[src/nibble_core_pkg.sv]
package nibble_core_pkg;

    localparam int XLEN = 32;

    // rv32i major opcodes
    localparam logic [6:0] OPC_OP_IMM = 7'b0010011;
    localparam logic [6:0] OPC_OP     = 7'b0110011;
    localparam logic [6:0] OPC_LOAD   = 7'b0000011;
    localparam logic [6:0] OPC_STORE  = 7'b0100011;
    localparam logic [6:0] OPC_LUI    = 7'b0110111;
    localparam logic [6:0] OPC_AUIPC  = 7'b0010111;
    localparam logic [6:0] OPC_JAL    = 7'b1101111;

    typedef enum logic [2:0] {
        ADD, SUB, LOAD, STORE, LUI, AUIPC, JAL, ILLEGAL
    } alu_op_e;

    typedef struct packed {
        logic [6:0] funct7;
        logic [4:0] rs2;
        logic [4:0] rs1;
        logic [2:0] funct3;
        logic [4:0] rd;
        logic [6:0] opcode;
    } r_fmt_t;

    typedef struct packed {
        logic [11:0] imm;
        logic [4:0]  rs1;
        logic [2:0]  funct3;
        logic [4:0]  rd;
        logic [6:0]  opcode;
    } i_fmt_t;

    typedef struct packed {
        logic [6:0] imm_hi;
        logic [4:0] rs2;
        logic [4:0] rs1;
        logic [2:0] funct3;
        logic [4:0] imm_lo;
        logic [6:0] opcode;
    } s_fmt_t;

    typedef struct packed {
        logic [19:0] imm;  // bits 31..12 of the result
        logic [4:0]  rd;
        logic [6:0]  opcode;
    } u_fmt_t;

    typedef struct packed {
        logic       imm20;
        logic [9:0] imm10_1;
        logic       imm11;
        logic [7:0] imm19_12;
        logic [4:0] rd;
        logic [6:0] opcode;
    } j_fmt_t;

    // one instruction word, read in every format
    typedef union packed {
        r_fmt_t r_fmt;
        i_fmt_t i_fmt;
        s_fmt_t s_fmt;
        u_fmt_t u_fmt;
        j_fmt_t j_fmt;
    } instr_u;

    typedef struct packed {
        alu_op_e         op;
        logic [4:0]      rd;
        logic [4:0]      rs1;
        logic [4:0]      rs2;
        logic [XLEN-1:0] imm;  // already sign extended
        logic [XLEN-1:0] pc;
    } dec_pkt_t;

    typedef struct packed {
        alu_op_e         op;
        logic [4:0]      rd;
        logic [XLEN-1:0] sum;
        logic [XLEN-1:0] store_data;
        logic [XLEN-1:0] pc;
    } exe_pkt_t;

    typedef struct packed {
        logic [XLEN-1:0] pc;
        logic [4:0]      rd;
        logic [XLEN-1:0] value;
        logic            wrote_rd;
        logic            stored;
        logic [XLEN-1:0] store_addr;
        logic            illegal;
    } retire_t;

endpackage

[src/instr_decode.sv]
`timescale 1ns/100ps

module instr_decode import nibble_core_pkg::*; (
    input  logic       clk,
    input  logic       rst_n,
    input  logic       instr_valid,
    input  logic       busy,
    input  instr_u     instr,
    input  logic [31:0] pc,
    output logic       dec_valid,
    output dec_pkt_t   dec_pkt,
    output logic [4:0] rs1_idx,
    output logic [4:0] rs2_idx
);

    instr_u   instr_q;
    logic     pending;  // word captured, decode next edge
    dec_pkt_t pkt_d;

    always_ff @(posedge clk or negedge rst_n) begin
        if (!rst_n) begin
            pending   <= 1'b0;
            dec_valid <= 1'b0;
        end else begin
            pending   <= instr_valid & ~busy;  // strobe during busy is dropped
            dec_valid <= pending;
        end
    end

    always_ff @(posedge clk) begin
        if (instr_valid && !busy)
            instr_q <= instr;
        if (pending)
            dec_pkt <= pkt_d;
    end

    always_comb begin
        pkt_d     = '0;
        pkt_d.op  = ILLEGAL;
        pkt_d.pc  = pc;
        case (instr_q.r_fmt.opcode)
            OPC_OP_IMM: if (instr_q.i_fmt.funct3 == 3'b000) begin
                pkt_d.op  = ADD;  // addi, rs2 stays x0
                pkt_d.rd  = instr_q.i_fmt.rd;
                pkt_d.rs1 = instr_q.i_fmt.rs1;
                pkt_d.imm = {{20{instr_q.i_fmt.imm[11]}}, instr_q.i_fmt.imm};
            end
            OPC_OP: if (instr_q.r_fmt.funct3 == 3'b000) begin
                if (instr_q.r_fmt.funct7 == 7'b0000000)
                    pkt_d.op = ADD;
                else if (instr_q.r_fmt.funct7 == 7'b0100000)
                    pkt_d.op = SUB;
                if (pkt_d.op != ILLEGAL) begin
                    pkt_d.rd  = instr_q.r_fmt.rd;
                    pkt_d.rs1 = instr_q.r_fmt.rs1;
                    pkt_d.rs2 = instr_q.r_fmt.rs2;
                end
            end
            OPC_LOAD: if (instr_q.i_fmt.funct3 == 3'b010) begin
                pkt_d.op  = LOAD;
                pkt_d.rd  = instr_q.i_fmt.rd;
                pkt_d.rs1 = instr_q.i_fmt.rs1;
                pkt_d.imm = {{20{instr_q.i_fmt.imm[11]}}, instr_q.i_fmt.imm};
            end
            OPC_STORE: if (instr_q.s_fmt.funct3 == 3'b010) begin
                pkt_d.op  = STORE;
                pkt_d.rs1 = instr_q.s_fmt.rs1;
                pkt_d.rs2 = instr_q.s_fmt.rs2;  // store data
                pkt_d.imm = {{20{instr_q.s_fmt.imm_hi[6]}}, instr_q.s_fmt.imm_hi,
                             instr_q.s_fmt.imm_lo};
            end
            OPC_LUI, OPC_AUIPC: begin
                pkt_d.op  = (instr_q.u_fmt.opcode == OPC_LUI) ? LUI : AUIPC;
                pkt_d.rd  = instr_q.u_fmt.rd;
                pkt_d.imm = {instr_q.u_fmt.imm, 12'b0};
            end
            OPC_JAL: begin
                pkt_d.op  = JAL;
                pkt_d.rd  = instr_q.j_fmt.rd;
                pkt_d.imm = {{11{instr_q.j_fmt.imm20}}, instr_q.j_fmt.imm20,
                             instr_q.j_fmt.imm19_12, instr_q.j_fmt.imm11,
                             instr_q.j_fmt.imm10_1, 1'b0};
            end
            default: ;  // anything else retires as illegal
        endcase
    end

    // register file is read while dec_valid is high
    assign rs1_idx = dec_pkt.rs1;
    assign rs2_idx = dec_pkt.rs2;

endmodule

[src/nibble_adder.sv]
`timescale 1ns/100ps

module nibble_adder (
    input  logic       clk,
    input  logic       rst_n,
    input  logic       start,
    input  logic [3:0] a_nib,
    input  logic [3:0] b_nib,
    input  logic       sub,
    output logic [3:0] sum_nib
);

    logic       carry_q;
    logic       carry_in;
    logic [4:0] total;

    // first step takes sub as carry in, b is already inverted then
    assign carry_in = start ? sub : carry_q;
    assign total    = {1'b0, a_nib} + {1'b0, b_nib} + {4'b0, carry_in};
    assign sum_nib  = total[3:0];

    always_ff @(posedge clk or negedge rst_n) begin
        if (!rst_n)
            carry_q <= 1'b0;
        else
            carry_q <= total[4];  // into the next nibble
    end

endmodule

[src/execute_unit.sv]
`timescale 1ns/100ps

module execute_unit import nibble_core_pkg::*; (
    input  logic        clk,
    input  logic        rst_n,
    input  logic        instr_valid,
    input  logic        dec_valid,
    input  dec_pkt_t    dec_pkt,
    input  logic [31:0] rs1_val,
    input  logic [31:0] rs2_val,
    output logic        exe_valid,
    output exe_pkt_t    exe_pkt,
    output logic        busy
);

    logic [XLEN-1:0] op_a;
    logic [XLEN-1:0] op_b;
    logic [XLEN-1:0] a_sr;  // operands still to go, low nibble next
    logic [XLEN-1:0] b_sr;
    logic [2:0]      nib_idx;
    logic            running;
    logic [3:0]      a_nib;
    logic [3:0]      b_nib;
    logic [3:0]      sum_nib;

    always_comb begin
        op_a = rs1_val;
        op_b = dec_pkt.imm;
        case (dec_pkt.op)
            ADD:        op_b = rs2_val | dec_pkt.imm;  // add has imm 0, addi has rs2 = x0
            SUB:        op_b = ~rs2_val;
            LUI:        op_a = '0;
            AUIPC, JAL: op_a = dec_pkt.pc;
            default: ;
        endcase
    end

    // nibble 0 goes straight from the operand mux
    assign a_nib = dec_valid ? op_a[3:0] : a_sr[3:0];
    assign b_nib = dec_valid ? op_b[3:0] : b_sr[3:0];

    nibble_adder u_adder (
        .clk     (clk),
        .rst_n   (rst_n),
        .start   (dec_valid),
        .a_nib   (a_nib),
        .b_nib   (b_nib),
        .sub     (dec_pkt.op == SUB),
        .sum_nib (sum_nib)
    );

    always_ff @(posedge clk or negedge rst_n) begin
        if (!rst_n) begin
            running   <= 1'b0;
            nib_idx   <= 3'd0;
            exe_valid <= 1'b0;
            busy      <= 1'b0;
        end else begin
            exe_valid <= running && nib_idx == 3'd7;
            if (dec_valid) begin
                running <= 1'b1;
                nib_idx <= 3'd1;
            end else if (running) begin
                nib_idx <= nib_idx + 3'd1;
                if (nib_idx == 3'd7)
                    running <= 1'b0;
            end
            if (exe_valid)
                busy <= 1'b0;  // low in the retire cycle
            else if (instr_valid && !busy)
                busy <= 1'b1;
        end
    end

    always_ff @(posedge clk) begin
        if (dec_valid) begin
            a_sr               <= op_a >> 4;
            b_sr               <= op_b >> 4;
            exe_pkt.op         <= dec_pkt.op;
            exe_pkt.rd         <= dec_pkt.rd;
            exe_pkt.pc         <= dec_pkt.pc;
            exe_pkt.store_data <= rs2_val;
        end else if (running) begin
            a_sr <= a_sr >> 4;
            b_sr <= b_sr >> 4;
        end
        if (dec_valid || running)
            exe_pkt.sum <= {sum_nib, exe_pkt.sum[XLEN-1:4]};
    end

endmodule

[src/register_file.sv]
`timescale 1ns/100ps

module register_file (
    input  logic        clk,
    input  logic        rst_n,
    input  logic [4:0]  rs1_idx,
    input  logic [4:0]  rs2_idx,
    input  logic        wr_en,
    input  logic [4:0]  wr_addr,
    input  logic [31:0] wr_data,
    output logic [31:0] rs1_val,
    output logic [31:0] rs2_val
);

    logic [31:0] regs [1:31];  // no storage for x0

    always_ff @(posedge clk or negedge rst_n) begin
        if (!rst_n) begin
            for (int i = 1; i < 32; i++)
                regs[i] <= '0;
        end else if (wr_en && wr_addr != 5'd0) begin
            regs[wr_addr] <= wr_data;
        end
    end

    assign rs1_val = (rs1_idx == 5'd0) ? '0 : regs[rs1_idx];
    assign rs2_val = (rs2_idx == 5'd0) ? '0 : regs[rs2_idx];

endmodule

[src/result_stage.sv]
`timescale 1ns/100ps

module result_stage import nibble_core_pkg::*; #(
    parameter logic [31:0] START_ADDR = 32'h00ff0004,
    parameter int          DMEM_WORDS = 64
) (
    input  logic        clk,
    input  logic        rst_n,
    input  logic        exe_valid,
    input  exe_pkt_t    exe_pkt,
    output logic        wr_en,
    output logic [4:0]  wr_addr,
    output logic [31:0] wr_data,
    output logic [31:0] pc,
    output logic        retire_valid,
    output retire_t     retire
);

    localparam int AW = $clog2(DMEM_WORDS);

    logic [XLEN-1:0] dmem [DMEM_WORDS];
    logic [AW-1:0]   word_idx;
    logic [XLEN-1:0] pc_plus4;
    logic [XLEN-1:0] load_data;
    logic            rd_write;

    // low two address bits dropped, word index wraps at the RAM depth
    assign word_idx  = AW'((exe_pkt.sum >> 2) % DMEM_WORDS);
    assign load_data = dmem[word_idx];
    assign pc_plus4  = exe_pkt.pc + 32'd4;

    always_comb begin
        rd_write = 1'b1;
        wr_data  = exe_pkt.sum;
        case (exe_pkt.op)
            LOAD:    wr_data = load_data;
            JAL:     wr_data = pc_plus4;  // link address
            STORE,
            ILLEGAL: rd_write = 1'b0;
            default: ;
        endcase
    end

    assign wr_en   = exe_valid && rd_write && exe_pkt.rd != 5'd0;
    assign wr_addr = exe_pkt.rd;

    always_ff @(posedge clk or negedge rst_n) begin
        if (!rst_n) begin
            pc           <= START_ADDR;
            retire_valid <= 1'b0;
        end else begin
            retire_valid <= exe_valid;
            if (exe_valid)
                pc <= (exe_pkt.op == JAL) ? exe_pkt.sum : pc_plus4;
        end
    end

    always_ff @(posedge clk) begin
        if (exe_valid && exe_pkt.op == STORE)
            dmem[word_idx] <= exe_pkt.store_data;
        if (exe_valid) begin
            retire.pc         <= exe_pkt.pc;
            retire.rd         <= exe_pkt.rd;
            retire.wrote_rd   <= wr_en;
            retire.stored     <= exe_pkt.op == STORE;
            retire.store_addr <= exe_pkt.sum;
            retire.illegal    <= exe_pkt.op == ILLEGAL;
            if (exe_pkt.op == STORE)
                retire.value <= exe_pkt.store_data;
            else
                retire.value <= rd_write ? wr_data : '0;
        end
    end

endmodule

[src/nibble_core.sv]
`timescale 1ns/100ps

module nibble_core import nibble_core_pkg::*; #(
    parameter logic [31:0] START_ADDR = 32'h00ff0004,
    parameter int          DMEM_WORDS = 64
) (
    input  logic        clk,
    input  logic        rst_n,
    input  logic        instr_valid,
    input  logic [31:0] instr,
    output logic        busy,
    output logic        retire_valid,
    output retire_t     retire
);

    logic        dec_valid;
    dec_pkt_t    dec_pkt;
    logic        exe_valid;
    exe_pkt_t    exe_pkt;
    logic [4:0]  rs1_idx;
    logic [4:0]  rs2_idx;
    logic [31:0] rs1_val;
    logic [31:0] rs2_val;
    logic        wr_en;
    logic [4:0]  wr_addr;
    logic [31:0] wr_data;
    logic [31:0] pc;

    instr_decode u_decode (
        .clk         (clk),
        .rst_n       (rst_n),
        .instr_valid (instr_valid),
        .busy        (busy),
        .instr       (instr),
        .pc          (pc),
        .dec_valid   (dec_valid),
        .dec_pkt     (dec_pkt),
        .rs1_idx     (rs1_idx),
        .rs2_idx     (rs2_idx)
    );

    execute_unit u_execute (
        .clk         (clk),
        .rst_n       (rst_n),
        .instr_valid (instr_valid),
        .dec_valid   (dec_valid),
        .dec_pkt     (dec_pkt),
        .rs1_val     (rs1_val),
        .rs2_val     (rs2_val),
        .exe_valid   (exe_valid),
        .exe_pkt     (exe_pkt),
        .busy        (busy)
    );

    register_file u_regfile (
        .clk     (clk),
        .rst_n   (rst_n),
        .rs1_idx (rs1_idx),
        .rs2_idx (rs2_idx),
        .wr_en   (wr_en),
        .wr_addr (wr_addr),
        .wr_data (wr_data),
        .rs1_val (rs1_val),
        .rs2_val (rs2_val)
    );

    result_stage #(
        .START_ADDR (START_ADDR),
        .DMEM_WORDS (DMEM_WORDS)
    ) u_result (
        .clk          (clk),
        .rst_n        (rst_n),
        .exe_valid    (exe_valid),
        .exe_pkt      (exe_pkt),
        .wr_en        (wr_en),
        .wr_addr      (wr_addr),
        .wr_data      (wr_data),
        .pc           (pc),
        .retire_valid (retire_valid),
        .retire       (retire)
    );

endmodule

[config.mk]
export PLATFORM = sky130hd
export DESIGN_NAME = nibble_core
export DESIGN_NICKNAME = d
export VERILOG_FILES = /design/src/nibble_core_pkg.sv /design/src/instr_decode.sv /design/src/nibble_adder.sv /design/src/execute_unit.sv /design/src/register_file.sv /design/src/result_stage.sv /design/src/nibble_core.sv
export SDC_FILE = /design/constraint.sdc
export NUM_CORES = 2
export LEC_CHECK = 0
export BUFFER_PORTS_ARGS = -buffer_cell sky130_fd_sc_hd__buf_2
export CAP_MARGIN = 20
export CELL_PAD_IN_SITES_DETAIL_PLACEMENT = 1
export CELL_PAD_IN_SITES_GLOBAL_PLACEMENT = 2
export CORE_ASPECT_RATIO = 0.6
export CORE_MARGIN = 5
export CORE_UTILIZATION = 29
export DETAILED_ROUTE_END_ITERATION = 10
export PLACE_DENSITY = 0.61
export SLEW_MARGIN = 10
export SYNTH_ARGS = -nofsm -noshare
export SYNTH_HDL_FRONTEND = slang
export SYNTH_SLANG_ARGS = --single-unit
[constraint.sdc]
create_clock -name clk -period 15.9 [get_ports clk]
set_clock_uncertainty 0.15 [all_clocks]
set_input_delay 2.385 -clock clk [delete_from_list [all_inputs] [get_ports clk]]
set_output_delay 2.385 -clock clk [all_outputs]
set_load 0.02 [all_outputs]
==> flow_summary.yaml <==
outcome:
  status: "finished clean"
cts:
  cts_tree: "yes"
  cts_hold_buffers: 0
  postCtsResizedCells: 0
  cts_buffers: 345
  cts.sinks: 3466
  h-tree-depth: 5
  clk_latency_ns: 1.04
  post_cts_buffers: 0
  root_buffer: "clkbuf_16"
  cts.path.max_buffers: 4
  clk_pin_slew_worst_paths_ns: 0.07
logic_synthesis:
  synth_compound_area_frac: 0.0656
  syn_area_per_cell_um2: 15.7
  syn_inst: 9388
  synthArstFlopShare: 0.298
  synth_seq_area_share: 0.669
  synth_top_family_by_area: "multiplexers"
  synth_edf_count: 2426
  synthMuxAreaShare: 0.183
  synthSimpleGateAreaFrac: 0.0563
  synth_flop_cell: "edfxtp_1"
  yosysWarnings: 0
  synth_fa_ha_area_frac: 0.000779
  synth.distinct_cells: 81
  syn-num-nets: 9431
  synthXorXnorAreaFrac: 0.00190
  syn-cell-area_um2: 148000
  synth-seq-cells: 3466
placement:
  placedCellCount: 15924
  gp_congestion: 0.852
  place_ws_ns: 9.68
  portBuffers: 140
  hpwl_um: 380000
sta:
  fin_crit_sh: 0.392
  max_slew_margin: 0.199
  drv_slew: 0
  tightest_slew_ns: 1.20
  rsz0062_at_grt: "false"
  hold_slack_ns: 0.275
  clock.fmax_ghz: 0.160
  tns_ns: 0
  finalSetupViolations: 0
  hold_viol: 0
  fin_ws_ns: 9.67
  min_period_ns: 6.23
pwr:
  switching_share: 0.324
  p_sw_mw: 8.33
  leakagePower_nw: 59.9
  p_int_mw: 17.4
  combPwrFrac: 0.241
  p_seq_frac: 0.426
  pwr-share-clk: 0.333
  power.density_nw_per_um2: 152
  peakVddDrop_mv: 0.177
routing:
  detail_route.vias_per_cell: 5.64
  ant_nets: 0
  avgRoutedWirePerCell_um: 35.6
  routed-wl-met3_um: 62000
  wl_um: 591000
  wl_met1_um: 272000
  drt-pass1-iter-count: 6
  met2_length_um: 239000
  drc: 0
  dr_total_vias: 93612
  drtIter0Drc: 12316
  top_layer: "met5"
floorplanning:
  die_area_um2: 524000
  start_util: 0.290
  die_h_um: 563
  placementRows: 203
  core-area_um2: 508000
  ioPinCount: 141
  die_width_um: 931
min_path:
  worstHoldStart: "u_decode.dec_pkt[75]"
  hold_class: "reg -> reg"
setup_path:
  slowest_delay_ns: 0.75
  critPathKind: "reg -> reg"
  endpoint: "u_execute.exe_pkt[95]"
  crit_chain: "buf_4 > buf_4 > buf_4 > buf_12 > mux4_2 > mux4_2 > mux2i_1 > nor2_1 > a221o_1 > ha_1 > a21oi_1 > xnor2_1"
  path_common_cell: "buf_4"
  cp-start-kind: "register"
  regToRegSetupSlack_ns: 9.67
  endpoint_kind: "register"
  r2r_start: "u_decode.rs1_idx[0]"
  critical_path_required_ns: 16.45
  r2r_end: "u_execute.exe_pkt[95]"
  r2r_cells: 12
  slowest_stage: "buf_4"
  critical_path.startpoint: "u_decode.rs1_idx[0]"
  crit_arrival_ns: 6.78
  path_max_fanout: 72
grt:
  grt_start_max_net_pins: 160
  grt_first_pass_wirelength_um: 807000
  grt_pass1_vias: 93368
  overflow: 0
  antenna_found_initial: 46
  grt_usage: 0.220
finish:
  layout_common_cells: "edfxtp_1 (2426), dfrtp_1 (1022), nand2_1 (932)"
  layout-drive-gt1-share: 0.252
  synthToLayoutAreaGrowth_pct: 14.5
  final_common_cell: "edfxtp_1"
  fin_cells: 16590
  fin_nets: 9559
flow_run:
  drv_cap: 0
-- cells by family after synthesis --
family / count (synthesis)
adders and majority gates: 8
and+or+nand+nor: 1960
AOI/OAI and AO/OA: 1616
muxes: 1557
DFF: 3466
buffers and inverters: 749
xor gates and xnor gates: 32
-- stage by stage --
| step | total power [mW] | util | instance area, µm² |
|---|---|---|---|
| 2_1_floorplan | 14.8 | - | 148000 |
| 3_3_place_gp | 17.2 | 0.310 | 157000 |
| 3_5_place_dp | 17.3 | 0.310 | 157000 |
| 4_1_cts | 25.8 | 0.332 | 169000 |
| 5_1_grt | 26.7 | 0.333 | 169000 |
| 6_report | 25.7 | 0.333 | 169000 |
-- final cells by class --
| class | count | area (µm²) |
|---|---|---|
| Inverter | 26 | 104 |
| Antenna cell | 22 | 55.1 |
| Tap cell | 6765 | 8460 |
| Clock inverter | 188 | 2190 |
| Sequential cell | 3466 | 98900 |
| Multi-Input combinational cell | 5173 | 46500 |
| Timing Repair Buffer | 504 | 3650 |
| Clock buffer | 446 | 9320 |
| Fill cell | 52162 | 339000 |
-- power by group through the flow --
stage	Clock [mW]	Sequential (mW)	Combinational (mW)
after floorplan	0	10.8	3.96
after global placement	0	11.1	6.05
after detailed placement	0	11.1	6.13
after CTS	8.74	11.0	6.16
after global routing	9.14	11.0	6.53
final	8.58	11.0	6.20
-- flip-flops by register name, summed over array words and instances (netlist names), 3 cells and up, named ones only --
register and cells:
u_result.dmem 2048, u_regfile.regs 992, u_execute.exe_pkt 104, u_result.retire 104, u_decode.dec_pkt 72, u_decode.instr_q 32, u_result.pc 32, u_execute.a_sr 28
u_execute.b_sr 28, u_decode.rs1_idx 5, u_decode.rs2_idx 5, u_execute.nib_idx 3
-- cell usage after synthesis, drive strengths merged (91+ instances only) --
master	n	area [µm²]
edfxtp	2426	72800
nand3	91	455
mux2	362	4080
a22oi	139	1050
o21ai	669	3350
mux2i	317	3170
buf	253	1560
a21oi	414	2120
nand2	952	3570
nor2	606	2280
mux4	878	19800
dfrtp	1025	25600
clkbuf	470	1770
-- worst min-delay path by stage --
stage,endpoint,slack (ns),cells after the start
global route,u_execute.exe_pkt[97],0.29,0
global placement,u_execute.exe_pkt[97],0.27,0
floorplan,u_execute.exe_pkt[100],0.25,0
CTS,u_execute.exe_pkt[97],0.28,0
finish,u_execute.exe_pkt[97],0.28,0
detailed placement,u_execute.exe_pkt[97],0.26,0
-- critical path: cells and delay by family (launching register included) --
| kind | cells | cell delay (ns) |
|---|---|---|
| mux | 3 | 1.34 |
| fa+ha+maj | 1 | 0.38 |
| flops | 1 | 0.33 |
| simple gates | 1 | 0.09 |
| xor+xnor | 1 | 0.16 |
| compound gates | 2 | 0.61 |
| buf+inv | 4 | 2.53 |
-- per-layer routing --
layer / GRT usage / up-vias
met2: 0.301 / 4626
met1: 0.339 / 51519
li1: - / 36705
met5: 0 / -
met4: 0.0580 / 4
met3: 0.0602 / 758
No activity file was read; power rests on OpenSTA's default activity.
